==> src/core_settings.svh <==
`ifndef CORE_SETTINGS_SVH
`define CORE_SETTINGS_SVH

// first fetch address after reset
`define CORE_RESET_PC 32'h8000_0000

// rv32i major opcodes
`define OP_LUI    7'b0110111
`define OP_AUIPC  7'b0010111
`define OP_JAL    7'b1101111
`define OP_JALR   7'b1100111
`define OP_BRANCH 7'b1100011
`define OP_IMM    7'b0010011
`define OP_REG    7'b0110011
`define OP_SYSTEM 7'b1110011

`define INST_EBREAK 32'h0010_0073

// funct3 of the alu groups
`define F3_ADD_SUB 3'b000
`define F3_SLL     3'b001
`define F3_SLT     3'b010
`define F3_SLTU    3'b011
`define F3_XOR     3'b100
`define F3_SRL_SRA 3'b101
`define F3_OR      3'b110
`define F3_AND     3'b111
`define F3_JALR    3'b000

// funct3 of the branches
`define F3_BEQ  3'b000
`define F3_BNE  3'b001
`define F3_BLT  3'b100
`define F3_BGE  3'b101
`define F3_BLTU 3'b110
`define F3_BGEU 3'b111

// base funct7 and the alternate one for sub and sra
`define F7_BASE 7'b0000000
`define F7_ALT  7'b0100000

// alu operation codes
`define ALU_ADD   4'd0
`define ALU_SUB   4'd1
`define ALU_SLL   4'd2
`define ALU_SLT   4'd3
`define ALU_SLTU  4'd4
`define ALU_XOR   4'd5
`define ALU_SRL   4'd6
`define ALU_SRA   4'd7
`define ALU_OR    4'd8
`define ALU_AND   4'd9
`define ALU_PASSB 4'd10

`endif

==> src/core_pkg.sv <==
`default_nettype none

package core_pkg;

	// data word, instruction word or address
	typedef logic [31:0] word_t;

	// register index
	typedef logic [4:0] reg_addr_t;

	typedef logic [3:0] alu_op_t;

	// funct3 of a branch
	typedef logic [2:0] br_op_t;

	typedef enum logic {
		FETCH_OFFER,
		FETCH_WAIT
	} fetch_state_e;

endpackage

`default_nettype wire

==> src/core_decode.sv <==
`default_nettype none
`timescale 1ns/10ps

`include "core_settings.svh"

module core_decode (
	input  logic                   clk,
	input  logic                   arst_n_i,
	input  logic                   fetch_valid_i,
	input  logic                   exe_ready_i,
	input  core_pkg::word_t        inst_i,
	input  core_pkg::word_t        pc_i,
	input  core_pkg::word_t        rs1_data_i,
	input  core_pkg::word_t        rs2_data_i,
	output logic                   dec_ready_o,
	output logic                   dec_valid_o,
	output core_pkg::reg_addr_t    rs1_addr_o,
	output core_pkg::reg_addr_t    rs2_addr_o,
	output core_pkg::reg_addr_t    rd_o,
	output core_pkg::word_t        pc_o,
	output core_pkg::word_t        rs1_val_o,
	output core_pkg::word_t        rs2_val_o,
	output core_pkg::word_t        imm_o,
	output core_pkg::alu_op_t      alu_op_o,
	output logic                   use_imm_o,
	output logic                   use_pc_o,
	output logic                   rd_we_o,
	output logic                   is_branch_o,
	output logic                   is_jump_o,
	output logic                   is_jalr_o,
	output logic                   illegal_o,
	output logic                   ebreak_o,
	output core_pkg::br_op_t       br_op_o
);

	logic [6:0]          opcode;
	logic [2:0]          funct3;
	logic [6:0]          funct7;
	core_pkg::reg_addr_t rd;
	core_pkg::word_t     imm_i_type;
	core_pkg::word_t     imm_b_type;
	core_pkg::word_t     imm_u_type;
	core_pkg::word_t     imm_j_type;
	core_pkg::word_t     imm;
	core_pkg::alu_op_t   alu_op;
	logic                legal;
	logic                use_imm;
	logic                use_pc;
	logic                is_branch;
	logic                is_jump;
	logic                is_jalr;
	logic                is_ebreak;
	logic                rd_we;
	logic                accept;

	// alt selects sub or sra
	function automatic core_pkg::alu_op_t alu_op_of(input logic [2:0] f3, input logic alt);
		case (f3)
			`F3_ADD_SUB: return alt ? `ALU_SUB : `ALU_ADD;
			`F3_SLL:     return `ALU_SLL;
			`F3_SLT:     return `ALU_SLT;
			`F3_SLTU:    return `ALU_SLTU;
			`F3_XOR:     return `ALU_XOR;
			`F3_SRL_SRA: return alt ? `ALU_SRA : `ALU_SRL;
			`F3_OR:      return `ALU_OR;
			default:     return `ALU_AND;
		endcase
	endfunction

	assign opcode     = inst_i[6:0];
	assign funct3     = inst_i[14:12];
	assign funct7     = inst_i[31:25];
	assign rd         = inst_i[11:7];
	assign rs1_addr_o = inst_i[19:15];
	assign rs2_addr_o = inst_i[24:20];

	assign imm_i_type = {{20{inst_i[31]}}, inst_i[31:20]};
	assign imm_b_type = {{20{inst_i[31]}}, inst_i[7], inst_i[30:25], inst_i[11:8], 1'b0};
	assign imm_u_type = {inst_i[31:12], 12'b0};
	assign imm_j_type = {{12{inst_i[31]}}, inst_i[19:12], inst_i[20], inst_i[30:21], 1'b0};

	assign is_ebreak = (inst_i == `INST_EBREAK);

	always_comb begin
		legal     = 1'b0;
		alu_op    = `ALU_ADD;
		use_imm   = 1'b0;
		use_pc    = 1'b0;
		is_branch = 1'b0;
		is_jump   = 1'b0;
		is_jalr   = 1'b0;
		imm       = imm_i_type;
		case (opcode)
			`OP_LUI: begin
				legal   = 1'b1;
				alu_op  = `ALU_PASSB;
				use_imm = 1'b1;
				imm     = imm_u_type;
			end
			`OP_AUIPC: begin
				legal   = 1'b1;
				use_imm = 1'b1;
				use_pc  = 1'b1;
				imm     = imm_u_type;
			end
			`OP_JAL: begin
				legal   = 1'b1;
				is_jump = 1'b1;
				imm     = imm_j_type;
			end
			`OP_JALR: begin
				legal   = (funct3 == `F3_JALR);
				is_jump = 1'b1;
				is_jalr = 1'b1;
			end
			`OP_BRANCH: begin
				legal     = funct3 inside {`F3_BEQ, `F3_BNE, `F3_BLT, `F3_BGE, `F3_BLTU, `F3_BGEU};
				is_branch = 1'b1;
				imm       = imm_b_type;
			end
			`OP_IMM: begin
				use_imm = 1'b1;
				alu_op  = alu_op_of(funct3, (funct3 == `F3_SRL_SRA) && funct7[5]);
				// shifts carry funct7 in the immediate
				case (funct3)
					`F3_SLL:     legal = (funct7 == `F7_BASE);
					`F3_SRL_SRA: legal = funct7 inside {`F7_BASE, `F7_ALT};
					default:     legal = 1'b1;
				endcase
			end
			`OP_REG: begin
				alu_op = alu_op_of(funct3, funct7[5]);
				legal  = (funct7 == `F7_BASE) ||
					((funct7 == `F7_ALT) && (funct3 inside {`F3_ADD_SUB, `F3_SRL_SRA}));
			end
			`OP_SYSTEM: begin
				legal = is_ebreak;
			end
			default: begin
				legal = 1'b0;
			end
		endcase
		// illegal words fall through to pc+4
		if (!legal) begin
			is_branch = 1'b0;
			is_jump   = 1'b0;
			is_jalr   = 1'b0;
		end
	end

	assign rd_we = legal && (rd != '0) && !is_branch && !is_ebreak;

	// holds a single item and is ready only while empty
	assign dec_ready_o = !dec_valid_o;
	assign accept      = fetch_valid_i && dec_ready_o;

	always_ff @(posedge clk or negedge arst_n_i) begin
		if (!arst_n_i) begin
			dec_valid_o <= 1'b0;
		end else if (accept) begin
			dec_valid_o <= 1'b1;
		end else if (dec_valid_o && exe_ready_i) begin
			dec_valid_o <= 1'b0;
		end
	end

	always_ff @(posedge clk) begin
		if (accept) begin
			pc_o        <= pc_i;
			rs1_val_o   <= rs1_data_i;
			rs2_val_o   <= rs2_data_i;
			imm_o       <= imm;
			alu_op_o    <= alu_op;
			use_imm_o   <= use_imm;
			use_pc_o    <= use_pc;
			rd_o        <= rd;
			rd_we_o     <= rd_we;
			is_branch_o <= is_branch;
			br_op_o     <= funct3;
			is_jump_o   <= is_jump;
			is_jalr_o   <= is_jalr;
			illegal_o   <= !legal;
			ebreak_o    <= is_ebreak;
		end
	end

endmodule

`default_nettype wire

==> src/core_execute.sv <==
`default_nettype none
`timescale 1ns/10ps

`include "core_settings.svh"

module core_execute (
	input  logic                   clk,
	input  logic                   arst_n_i,
	input  logic                   dec_valid_i,
	input  core_pkg::word_t        pc_i,
	input  core_pkg::word_t        rs1_val_i,
	input  core_pkg::word_t        rs2_val_i,
	input  core_pkg::word_t        imm_i,
	input  core_pkg::alu_op_t      alu_op_i,
	input  logic                   use_imm_i,
	input  logic                   use_pc_i,
	input  core_pkg::reg_addr_t    rd_i,
	input  logic                   rd_we_i,
	input  logic                   is_branch_i,
	input  core_pkg::br_op_t       br_op_i,
	input  logic                   is_jump_i,
	input  logic                   is_jalr_i,
	input  logic                   illegal_i,
	input  logic                   ebreak_i,
	input  logic                   wb_ready_i,
	output logic                   exe_ready_o,
	output logic                   exe_valid_o,
	output core_pkg::reg_addr_t    rd_o,
	output logic                   rd_we_o,
	output core_pkg::word_t        result_o,
	output core_pkg::word_t        next_pc_o,
	output logic                   illegal_o,
	output logic                   ebreak_o
);

	core_pkg::word_t op_a;
	core_pkg::word_t op_b;
	core_pkg::word_t alu_out;
	core_pkg::word_t pc_plus4;
	core_pkg::word_t next_pc;
	logic [4:0]      shamt;
	logic            taken;
	logic            accept;

	assign op_a     = use_pc_i ? pc_i : rs1_val_i;
	assign op_b     = use_imm_i ? imm_i : rs2_val_i;
	assign shamt    = op_b[4:0];
	assign pc_plus4 = pc_i + 32'd4;

	always_comb begin
		case (alu_op_i)
			`ALU_ADD:   alu_out = op_a + op_b;
			`ALU_SUB:   alu_out = op_a - op_b;
			`ALU_SLL:   alu_out = op_a << shamt;
			`ALU_SLT:   alu_out = {31'b0, $signed(op_a) < $signed(op_b)};
			`ALU_SLTU:  alu_out = {31'b0, op_a < op_b};
			`ALU_XOR:   alu_out = op_a ^ op_b;
			`ALU_SRL:   alu_out = op_a >> shamt;
			`ALU_SRA:   alu_out = core_pkg::word_t'($signed(op_a) >>> shamt);
			`ALU_OR:    alu_out = op_a | op_b;
			`ALU_AND:   alu_out = op_a & op_b;
			`ALU_PASSB: alu_out = op_b;
			default:    alu_out = '0;
		endcase
	end

	// branch compare on the register operands
	always_comb begin
		case (br_op_i)
			`F3_BEQ:  taken = (rs1_val_i == rs2_val_i);
			`F3_BNE:  taken = (rs1_val_i != rs2_val_i);
			`F3_BLT:  taken = ($signed(rs1_val_i) < $signed(rs2_val_i));
			`F3_BGE:  taken = ($signed(rs1_val_i) >= $signed(rs2_val_i));
			`F3_BLTU: taken = (rs1_val_i < rs2_val_i);
			`F3_BGEU: taken = (rs1_val_i >= rs2_val_i);
			default:  taken = 1'b0;
		endcase
	end

	always_comb begin
		if (is_jalr_i) begin
			next_pc = (rs1_val_i + imm_i) & ~32'd1;
		end else if (is_jump_i || (is_branch_i && taken)) begin
			next_pc = pc_i + imm_i;
		end else begin
			next_pc = pc_plus4;
		end
	end

	assign exe_ready_o = !exe_valid_o;
	assign accept      = dec_valid_i && exe_ready_o;

	always_ff @(posedge clk or negedge arst_n_i) begin
		if (!arst_n_i) begin
			exe_valid_o <= 1'b0;
		end else if (accept) begin
			exe_valid_o <= 1'b1;
		end else if (exe_valid_o && wb_ready_i) begin
			exe_valid_o <= 1'b0;
		end
	end

	always_ff @(posedge clk) begin
		if (accept) begin
			rd_o      <= rd_i;
			rd_we_o   <= rd_we_i;
			// jumps link pc+4
			result_o  <= is_jump_i ? pc_plus4 : alu_out;
			next_pc_o <= next_pc;
			illegal_o <= illegal_i;
			ebreak_o  <= ebreak_i;
		end
	end

endmodule

`default_nettype wire

==> src/core_fetch.sv <==
`default_nettype none
`timescale 1ns/10ps

`include "core_settings.svh"

module core_fetch (
	input  logic                   clk,
	input  logic                   arst_n_i,
	input  logic                   finish_i,
	input  core_pkg::word_t        next_pc_i,
	input  logic                   dec_ready_i,
	output logic                   fetch_valid_o,
	output core_pkg::word_t        pc_o
);

	core_pkg::fetch_state_e state_q;

	// offer the pc until decode takes it, then wait for the last finish
	always_ff @(posedge clk or negedge arst_n_i) begin
		if (!arst_n_i) begin
			state_q <= core_pkg::FETCH_OFFER;
			pc_o    <= `CORE_RESET_PC;
		end else begin
			case (state_q)
				core_pkg::FETCH_OFFER: begin
					if (dec_ready_i) begin
						state_q <= core_pkg::FETCH_WAIT;
					end
				end
				core_pkg::FETCH_WAIT: begin
					// writeback hands back the next pc
					if (finish_i) begin
						pc_o    <= next_pc_i;
						state_q <= core_pkg::FETCH_OFFER;
					end
				end
				default: begin
					state_q <= core_pkg::FETCH_OFFER;
				end
			endcase
		end
	end

	assign fetch_valid_o = (state_q == core_pkg::FETCH_OFFER);

endmodule

`default_nettype wire

==> src/core_regfile.sv <==
`default_nettype none
`timescale 1ns/10ps

module core_regfile (
	input  logic                   clk,
	input  logic                   arst_n_i,
	input  core_pkg::reg_addr_t    raddr1_i,
	input  core_pkg::reg_addr_t    raddr2_i,
	input  core_pkg::reg_addr_t    waddr_i,
	input  logic                   we_i,
	input  core_pkg::word_t        wdata_i,
	output core_pkg::word_t        rdata1_o,
	output core_pkg::word_t        rdata2_o
);

	// x0 is not stored
	core_pkg::word_t regs [31:1];

	always_ff @(posedge clk or negedge arst_n_i) begin
		if (!arst_n_i) begin
			for (int i = 1; i < 32; i++) begin
				regs[i] <= '0;
			end
		end else if (we_i && (waddr_i != '0)) begin
			regs[waddr_i] <= wdata_i;
		end
	end

	assign rdata1_o = (raddr1_i == '0) ? '0 : regs[raddr1_i];
	assign rdata2_o = (raddr2_i == '0) ? '0 : regs[raddr2_i];

endmodule

`default_nettype wire

==> src/core_top.sv <==
`default_nettype none
`timescale 1ns/10ps

module core_top (
	input  logic                   clk,
	input  logic                   arst_n_i,
	input  core_pkg::word_t        inst_i,
	output core_pkg::word_t        pc_o,
	output logic                   retire_o,
	output logic                   invalid_o,
	output logic                   halt_o,
	output logic                   rd_we_o,
	output core_pkg::reg_addr_t    rd_addr_o,
	output core_pkg::word_t        rd_data_o
);

	// fetch and register file
	logic                fetch_valid;
	logic                dec_ready;
	logic                last_finish;
	core_pkg::word_t     wb_next_pc;
	core_pkg::reg_addr_t rs1_addr;
	core_pkg::reg_addr_t rs2_addr;
	core_pkg::word_t     rs1_data;
	core_pkg::word_t     rs2_data;

	// decode to execute
	logic                dec_valid;
	logic                exe_ready;
	core_pkg::word_t     dec_pc;
	core_pkg::word_t     dec_rs1_val;
	core_pkg::word_t     dec_rs2_val;
	core_pkg::word_t     dec_imm;
	core_pkg::alu_op_t   dec_alu_op;
	logic                dec_use_imm;
	logic                dec_use_pc;
	core_pkg::reg_addr_t dec_rd;
	logic                dec_rd_we;
	logic                dec_is_branch;
	core_pkg::br_op_t    dec_br_op;
	logic                dec_is_jump;
	logic                dec_is_jalr;
	logic                dec_illegal;
	logic                dec_ebreak;

	// execute to writeback
	logic                exe_valid;
	logic                wb_ready;
	core_pkg::reg_addr_t exe_rd;
	logic                exe_rd_we;
	core_pkg::word_t     exe_result;
	core_pkg::word_t     exe_next_pc;
	logic                exe_illegal;
	logic                exe_ebreak;

	core_fetch u_fetch (
		.clk           (clk),
		.arst_n_i      (arst_n_i),
		.finish_i      (last_finish),
		.next_pc_i     (wb_next_pc),
		.dec_ready_i   (dec_ready),
		.fetch_valid_o (fetch_valid),
		.pc_o          (pc_o)
	);

	core_regfile u_regfile (
		.clk      (clk),
		.arst_n_i (arst_n_i),
		.raddr1_i (rs1_addr),
		.raddr2_i (rs2_addr),
		.waddr_i  (rd_addr_o),
		.we_i     (rd_we_o),
		.wdata_i  (rd_data_o),
		.rdata1_o (rs1_data),
		.rdata2_o (rs2_data)
	);

	core_decode u_decode (
		.clk           (clk),
		.arst_n_i      (arst_n_i),
		.fetch_valid_i (fetch_valid),
		.exe_ready_i   (exe_ready),
		.inst_i        (inst_i),
		.pc_i          (pc_o),
		.rs1_data_i    (rs1_data),
		.rs2_data_i    (rs2_data),
		.dec_ready_o   (dec_ready),
		.dec_valid_o   (dec_valid),
		.rs1_addr_o    (rs1_addr),
		.rs2_addr_o    (rs2_addr),
		.rd_o          (dec_rd),
		.pc_o          (dec_pc),
		.rs1_val_o     (dec_rs1_val),
		.rs2_val_o     (dec_rs2_val),
		.imm_o         (dec_imm),
		.alu_op_o      (dec_alu_op),
		.use_imm_o     (dec_use_imm),
		.use_pc_o      (dec_use_pc),
		.rd_we_o       (dec_rd_we),
		.is_branch_o   (dec_is_branch),
		.is_jump_o     (dec_is_jump),
		.is_jalr_o     (dec_is_jalr),
		.illegal_o     (dec_illegal),
		.ebreak_o      (dec_ebreak),
		.br_op_o       (dec_br_op)
	);

	core_execute u_execute (
		.clk         (clk),
		.arst_n_i    (arst_n_i),
		.dec_valid_i (dec_valid),
		.pc_i        (dec_pc),
		.rs1_val_i   (dec_rs1_val),
		.rs2_val_i   (dec_rs2_val),
		.imm_i       (dec_imm),
		.alu_op_i    (dec_alu_op),
		.use_imm_i   (dec_use_imm),
		.use_pc_i    (dec_use_pc),
		.rd_i        (dec_rd),
		.rd_we_i     (dec_rd_we),
		.is_branch_i (dec_is_branch),
		.br_op_i     (dec_br_op),
		.is_jump_i   (dec_is_jump),
		.is_jalr_i   (dec_is_jalr),
		.illegal_i   (dec_illegal),
		.ebreak_i    (dec_ebreak),
		.wb_ready_i  (wb_ready),
		.exe_ready_o (exe_ready),
		.exe_valid_o (exe_valid),
		.rd_o        (exe_rd),
		.rd_we_o     (exe_rd_we),
		.result_o    (exe_result),
		.next_pc_o   (exe_next_pc),
		.illegal_o   (exe_illegal),
		.ebreak_o    (exe_ebreak)
	);

	// writeback drives the register file port that the top exposes
	core_writeback u_writeback (
		.clk         (clk),
		.arst_n_i    (arst_n_i),
		.exe_valid_i (exe_valid),
		.rd_i        (exe_rd),
		.rd_we_i     (exe_rd_we),
		.result_i    (exe_result),
		.next_pc_i   (exe_next_pc),
		.illegal_i   (exe_illegal),
		.ebreak_i    (exe_ebreak),
		.wb_ready_o  (wb_ready),
		.rf_we_o     (rd_we_o),
		.rf_waddr_o  (rd_addr_o),
		.rf_wdata_o  (rd_data_o),
		.retire_o    (retire_o),
		.invalid_o   (invalid_o),
		.halt_o      (halt_o),
		.finish_o    (last_finish),
		.next_pc_o   (wb_next_pc)
	);

endmodule

`default_nettype wire

==> src/core_writeback.sv <==
`default_nettype none
`timescale 1ns/10ps

module core_writeback (
	input  logic                   clk,
	input  logic                   arst_n_i,
	input  logic                   exe_valid_i,
	input  core_pkg::reg_addr_t    rd_i,
	input  logic                   rd_we_i,
	input  core_pkg::word_t        result_i,
	input  core_pkg::word_t        next_pc_i,
	input  logic                   illegal_i,
	input  logic                   ebreak_i,
	output logic                   wb_ready_o,
	output logic                   rf_we_o,
	output core_pkg::reg_addr_t    rf_waddr_o,
	output core_pkg::word_t        rf_wdata_o,
	output logic                   retire_o,
	output logic                   invalid_o,
	output logic                   halt_o,
	output logic                   finish_o,
	output core_pkg::word_t        next_pc_o
);

	logic                wb_valid;
	logic                rd_we_q;
	logic                illegal_q;
	logic                ebreak_q;
	logic                halt_q;
	core_pkg::reg_addr_t rd_q;
	core_pkg::word_t     result_q;
	core_pkg::word_t     next_pc_q;

	assign wb_ready_o = !wb_valid;

	// item stays for one cycle only
	always_ff @(posedge clk or negedge arst_n_i) begin
		if (!arst_n_i) begin
			wb_valid <= 1'b0;
			halt_q   <= 1'b0;
		end else begin
			wb_valid <= exe_valid_i && wb_ready_o;
			halt_q   <= halt_q || (wb_valid && ebreak_q);
		end
	end

	always_ff @(posedge clk) begin
		if (exe_valid_i && wb_ready_o) begin
			rd_q      <= rd_i;
			rd_we_q   <= rd_we_i;
			result_q  <= result_i;
			next_pc_q <= next_pc_i;
			illegal_q <= illegal_i;
			ebreak_q  <= ebreak_i;
		end
	end

	assign retire_o   = wb_valid;
	assign rf_we_o    = wb_valid && rd_we_q;
	assign rf_waddr_o = rd_q;
	assign rf_wdata_o = result_q;
	assign invalid_o  = wb_valid && illegal_q;
	// ebreak keeps fetch parked
	assign finish_o   = wb_valid && !ebreak_q;
	assign next_pc_o  = next_pc_q;
	assign halt_o     = halt_q || (wb_valid && ebreak_q);

endmodule

`default_nettype wire

==> config.mk <==
export PLATFORM = sky130hd
export DESIGN_NAME = core_top
export DESIGN_NICKNAME = d
export VERILOG_FILES = /design/src/core_pkg.sv /design/src/core_decode.sv /design/src/core_execute.sv /design/src/core_fetch.sv /design/src/core_regfile.sv /design/src/core_top.sv /design/src/core_writeback.sv
export VERILOG_INCLUDE_DIRS = /design/src /design/src/src
export SDC_FILE = /design/constraint.sdc
export NUM_CORES = 2
export LEC_CHECK = 0
export CORE_UTILIZATION = 50
export CTS_BUF_LIST = sky130_fd_sc_hd__clkbuf_4 sky130_fd_sc_hd__clkbuf_8
export DETAILED_ROUTE_END_ITERATION = 10
export DONT_BUFFER_PORTS = 1
export SKIP_LAST_GASP = 1
export SLEW_MARGIN = 20
export SYNTH_ARGS = -nofsm -noshare
export SYNTH_HDL_FRONTEND = slang
export SYNTH_SLANG_ARGS = --single-unit
==> constraint.sdc <==
create_clock -name clk -period 9.85 [get_ports clk]
set_clock_uncertainty 0.05 [all_clocks]
set_input_delay 1.97 -clock clk [delete_from_list [all_inputs] [get_ports clk]]
set_output_delay 1.97 -clock clk [all_outputs]
set_load 0.05 [all_outputs]
# Yosys cells after proc, flatten, opt, wreduce, memory -nomap -nowiden
# Index checks and enable logic that the tools add are counted.
# W data, S select, Z words.
dict set report op_classes {
  div_mod_pow 0
  mul 0
  bitwise 4
  magnitude_cmp 10
  n_mux 37
  n_reduce_logical 43
  shift 3
  n_eq_ne 34
  add_sub_neg 5
}
# operator count
set ops {}
lappend ops {{$bwmux W992} 1}
lappend ops {{$pmux W32 S11} 1}
lappend ops {{$bmux W32 S5} 2}
lappend ops {{$mux W32} 8}
lappend ops {{$demux W32 S5} 1}
lappend ops {{$lt A32 B32 Y1} 4}
lappend ops {{$add A32 B32 Y32} 3}
lappend ops {{$pmux W31 S3} 1}
lappend ops {{$ge A32 B32 Y1} 2}
lappend ops {{$pmux W4 S7} 2}
lappend ops {{$add A32 B3 Y32 const B} 1}
lappend ops {{$and A32 B32 Y32} 1}
lappend ops {{$eq A32 B21 Y1 const B} 1}
lappend ops {{$eq A32 B32 Y1} 1}
lappend ops {{$ne A32 B32 Y1} 1}
lappend ops {{$or A32 B32 Y32} 1}
lappend ops {{$shl A32 B5 Y32} 1}
lappend ops {{$shr A32 B5 Y32} 1}
lappend ops {{$sshr A32 B5 Y32} 1}
lappend ops {{$sub A32 B32 Y32} 1}
lappend ops {{$xor A32 B32 Y32} 1}
lappend ops {{$eq A7 B7 Y1 const B} 4}
lappend ops {{$eq A3 B3 Y1 const B} 8}
lappend ops {{$eq A7 B6 Y1 const B} 3}
lappend ops {{27 further kinds} 85}
dict set report totals {
  rom_bits 0
  ram_bits 0
  wordCells 201
  register_bits 1321
  latchBits 0
  n_memories 0
}

# Longest topological paths before layout
dict set report depth {
  word_depth 9
  ltp_mapped 20
  mapped_depth_nobuf 15
}

# By module
# A second synthesis with hierarchy kept.
dict set report hier_totals {
  hier_cells 6431
  hier_area_um2 78886.9
}
# module area_each_um2 cells_per_inst n_inst
set by_module_without_submodules {}
lappend by_module_without_submodules {core_regfile 53430.0 3691 1}
lappend by_module_without_submodules {core_execute 16578.4 2299 1}
lappend by_module_without_submodules {core_decode 5275.1 289 1}
lappend by_module_without_submodules {core_writeback 2248.4 80 1}
lappend by_module_without_submodules {core_fetch 1355.0 72 1}

# Least setup slack after synthesis
# Ideal clock, no wire load.
dict set report synth_path {
  path_type {register -> register}
  start {register u_decode.dec_valid_o}
  end {register u_decode.alu_op_o[0], enable pin}
  path_buffers 0
  required_time_ns 9.142
  stages_incl_launch_ff 2
  slack_ns 2.560
  synth_period_minus_slack_ns 7.290
  arrival_ns 6.581
  cell_sequence {dfrtp_1 > nor2_1}
}
dict set report synth_via {
  elab_chain_len 2
}
# item line_no
set synth_lines {}
lappend synth_lines {{start, declared} core_decode.sv:16} ;# output logic dec_valid_o,
lappend synth_lines {{start signal, assigned} core_decode.sv:159} ;# dec_valid_o <= 1'b0;
lappend synth_lines {{start signal, assigned} core_decode.sv:161} ;# dec_valid_o <= 1'b1;
lappend synth_lines {{start signal, assigned} core_decode.sv:163} ;# dec_valid_o <= 1'b0;
lappend synth_lines {{$logic_not A1 Y1} core_decode.sv:154} ;# assign dec_ready_o = !dec_valid_o;
lappend synth_lines {{$logic_and A1 B1 Y1} core_decode.sv:155} ;# assign accept = fetch_valid_i && dec_ready_o;
lappend synth_lines {{via u_decode.accept} core_decode.sv:54} ;# logic accept;
lappend synth_lines {{end signal, assigned} core_decode.sv:173} ;# alu_op_o <= alu_op;
lappend synth_lines {{end, declared} core_decode.sv:24} ;# output core_pkg::alu_op_t alu_op_o,
# The timed path passes the listed nets, and every way through them passes these cells.
# A chain may end at the register's enable or synchronous reset.

# Worst setup path after layout
dict set report layout_path {
  start {register u_decode.use_imm_o}
  end {register u_execute.result_o[25], data pin}
}
dict set report layout_via {
  elab_chain_len 4
  elab_cells_between_ends 11
}
# item line_no
set layout_lines {}
lappend layout_lines {{start, declared} core_decode.sv:25} ;# output logic use_imm_o,
lappend layout_lines {{start signal, assigned} core_decode.sv:174} ;# use_imm_o <= use_imm;
lappend layout_lines {{$mux W32 (*)} core_execute.sv:46} ;# assign op_b = use_imm_i ? imm_i : rs2_val_i;
lappend layout_lines {{$sub A32 B32 Y32 (tied with other cells)} core_execute.sv:53} ;# `ALU_SUB: alu_out = op_a - op_b;
lappend layout_lines {{$pmux W32 S11 (*)} core_execute.sv:51} ;# case (alu_op_i)
lappend layout_lines {{$mux W32 (*)} core_execute.sv:108} ;# result_o <= is_jump_i ? pc_plus4 : alu_out;
lappend layout_lines {{end signal, assigned} core_execute.sv:108}
lappend layout_lines {{end, declared} core_execute.sv:30} ;# output core_pkg::word_t result_o,
# Mark *: on every way between the ends. The rest lies on a longest branch, timed or not.

==> summary.txt <==
Power and ir drop
  • Worst VDD drop: around 0.00014 V
  • Static leakage: approximately 38 nW
  • Power per cell area: approximately 140 nW/um^2
  • Final Total Pwr: 12.2 mW

Global route
  • Largest net degree at the start of global routing: around 310
  • Antenna violations before repair: 13
  • GRT Residual Overflow: 0
  • Vias in the first global route: 54,400
  • GRT Total Usage: about a third
  • First-pass GRT wire length: around 390 mm

Floorplan
  • Core area: 155,000 sq um
  • I/O pin cnt: 107
  • Die W: about 400 um
  • Die ar.: around 160,000 sq um
  • Die H: around 400 um
  • Initial Utilization: roughly half
  • Row count: 144

Timing
  • Hold Fails Final Rpt: 0
  • Slew @ Worst Pin: 1.13 ns
  • Max Fclk: about 0.17 GHz
  • Unrepaired setup endpoints after global routing: no
  • Period utilization: between 50% and 60%
  • Setup violators final: 0
  • Pins Over Slew Limit: 0
  • Fin crit period: around 6 ns
  • Fin worst setup slack: approximately 4.0 ns
  • Slew HR: between 20% and 30%
  • WHS: 0.348 ns
  • Setup tns final: 0 ns

Layout
  • Ratio of cells with drive above 1 in the final layout: 36.8%
  • Final core occ: 55.0%
  • Fin cells: a little over 8,000
  • Most frequent cells in the layout: mux2_2, dfrtp_1, mux4_2
  • Area Growth Syn to Fin: 9.02%
  • Final nets: 6,136
  • Most common cell after layout, fill and taps aside: mux2_2
  • Post-Layout Inst Area: 85,100 sq um

Synth
  • Post-Synthesis Cells: around 6,000
  • Post-Synth XOR/XNOR Area: about 1.1%
  • Post-synthesis cell type count: 83
  • Compound-cell area share of the yosys netlist: around 8.7%
  • #FFs+latches synth: around 1,300
  • Seq/Total Area, Yosys: roughly 44%
  • Syn avg cell area: roughly 13 sq um
  • Syn nets: 6,307
  • Simple-gate area share of the yosys netlist: 5.15%
  • Synthesis Warnings: 0
  • Combinational family with the most area after synthesis: multiplexers
  • Synth Cell Area: approximately 78,000 sq um
  • Post-synth EDFFs: 292
  • Ys async rst share: 77.9%
  • Adder-cell share of the synthesized area: ~3.2%
  • Predominant post-synthesis flop cell: dfrtp_1
  • Multiplexer share of the synthesized area: 34.4%

Clock tree
  • Clock transition at the registers of the reported paths: around 0.07 ns
  • Clock insertion delay at the later pin of the skew report: between 0.9 and 1 ns
  • CTS H-tree lvls: 4
  • Inserted Clock Buffers: between 200 and 250
  • TritonCTS clock tree: yes
  • Setup bufs post-CTS: 0
  • Sink Count: between 1,000 and 1,500
  • Hold_buf cts: 0
  • Resize count post-CTS: 0
  • Clock buffer depth: 3
  • CTS root buf: clkbuf_8

Worst setup path
  • Worst reg-to-reg setup slack: 4.00 ns
  • CP arrival: approximately 6.4 ns
  • Worst Setup EP: u_execute.result_o[25]
  • Worst Setup End Kind: flip-flop
  • Critical Path Start Type: flip-flop
  • R2R Path End: u_execute.result_o[25]
  • Worst R2R Start: u_decode.use_imm_o
  • Reg2reg path depth: 13
  • Crit path max fanout: 46
  • Critical Path Source: u_decode.use_imm_o
  • Crit Path Class: reg2reg
  • WP data required: 10.43 ns

Route
  • Residual DRC count: 0
  • Vias/cell: just under 7
  • Vias post-DR: around 55,000
  • Routed wire length: 270 mm
  • Initial drt markers: 6,158
  • DRT antenna net count: 0
  • 1st-pass router iterations: 8
  • WL per Instance: approximately 33 um

Job
  • Max Cap Viol: 0

Placement
  • Placed Instances: 7,725
  • Port buffer count: 0
  • RD Place Congestion: between 1 and 1.5
  • DP HPWL: around 170 mm
  • Worst Setup Slack post-DPL: between 3 and 4 ns
  • Placed Area: about 80,000 sq um

Hold path
  • HP Class: reg2reg

Run status
  • Status: completed
-- how the worst min path moves through the flow --
stage,startpoint,end,slack (ns),depth (start not counted)
final,u_decode.rd_o[4],u_execute.rd_o[4],0.35,0
after global routing,u_decode.rd_o[4],u_execute.rd_o[4],0.35,0
after CTS,u_decode.rd_o[4],u_execute.rd_o[4],0.35,0
after detailed placement,u_decode.illegal_o,u_execute.illegal_o,0.35,0
after global placement,u_execute.illegal_o,u_writeback.illegal_q,0.35,0
after floorplan,u_decode.ebreak_o,u_execute.ebreak_o,0.35,0
-- area by class of cell --
cell class	count	area, sq um
antenna	5	12.5
sequential	1321	34500
multi-input combinational	4082	41300
inverter	153	574
clock inverter	49	514
clock buffer	360	4450
fill	12900	69500
timing repair buffer	127	1150
tap	2044	2560
-- synth_stat cells (all sizes together), types with 8 or more instances --
| master | instances | area (sq um) |
|---|---|---|
| a2111oi | 13 | 133 |
| a211oi | 49 | 368 |
| a21boi | 8 | 60.1 |
| a21o | 57 | 428 |
| a21oi | 352 | 1760 |
| a221o | 15 | 150 |
| a221oi | 50 | 444 |
| a22o | 23 | 201 |
| a22oi | 24 | 180 |
| a31oi | 33 | 206 |
| and2 | 13 | 81.3 |
| and3 | 28 | 175 |
| buf | 119 | 495 |
| clkbuf | 403 | 1510 |
| dfrtp | 1028 | 25700 |
| edfxtp | 292 | 8770 |
| ha | 191 | 2390 |
| inv | 149 | 559 |
| mux2 | 1094 | 12300 |
| mux2i | 249 | 2500 |
| mux4 | 535 | 12000 |
| nand2 | 242 | 908 |
| nand2b | 34 | 213 |
| nand3 | 51 | 255 |
| nand4 | 25 | 156 |
| nor2 | 315 | 1180 |
| nor2b | 37 | 231 |
| nor3 | 54 | 270 |
| nor4 | 13 | 81.3 |
| o2111ai | 15 | 131 |
| o211ai | 38 | 285 |
| o21a | 13 | 97.6 |
| o21ai | 176 | 896 |
| o21bai | 22 | 169 |
| o221ai | 41 | 359 |
| o22ai | 36 | 225 |
| o31ai | 16 | 120 |
| or2 | 13 | 81.3 |
| or3 | 10 | 62.6 |
| or4 | 9 | 71.3 |
| xnor2 | 56 | 490 |
| xor2 | 39 | 342 |
-- cells by family (layout without fill, tap and decap cells) --
group,Yosys count,after routing
xor gates and xnor gates,95,95
AOI/OAI and AO/OA,1041,1041
buffers and inverters,675,689
and+or+nand+nor,873,873
muxes,1878,1878
adders and majority gates,195,195
other,0,5
DFF,1321,1321
-- worst max-delay path: stages, from the launching register on --
cell	delay [ns]
edfxtp_1	0.33
buf_4	0.64
mux2i_4	0.33
buf_4	0.54
inv_2	0.49
ha_1	0.38
a211oi_1	0.39
o21a_1	0.29
o21ai_0	0.25
a22oi_1	0.51
o21ai_0	0.36
a221o_1	0.43
a221oi_1	0.39
o22ai_1	0.14
-- flip-flops by register name (all words and copies together) (netlist names), 4 cells and up --
signal	flops
u_decode.alu_op_o	4
u_decode.imm_o	32
u_decode.pc_o	32
u_decode.rd_o	5
u_decode.rs1_val_o	32
u_decode.rs2_val_o	32
u_execute.next_pc_o	32
u_execute.rd_o	5
u_execute.result_o	32
u_fetch.pc_o	32
u_regfile.regs	992
u_writeback.next_pc_o	32
u_writeback.rf_waddr_o	5
u_writeback.rf_wdata_o	32
-- metal layers --
layer  share of wire [%]  vias to the layer above  track usage [%]
met4                 6.2                        6             19.2
met3                 7.9                      603             6.58
li1                    -                    23000                -
met1                  41                    28900             46.9
met5               0.013                        -                0
met2                  45                     2509             51.2
-- power breakdown --
group          internal, mW  switching, mW
registers              5.66          0.149
clock network          3.03           2.38
logic                 0.423          0.598
Power figures use the tool's default switching activity.
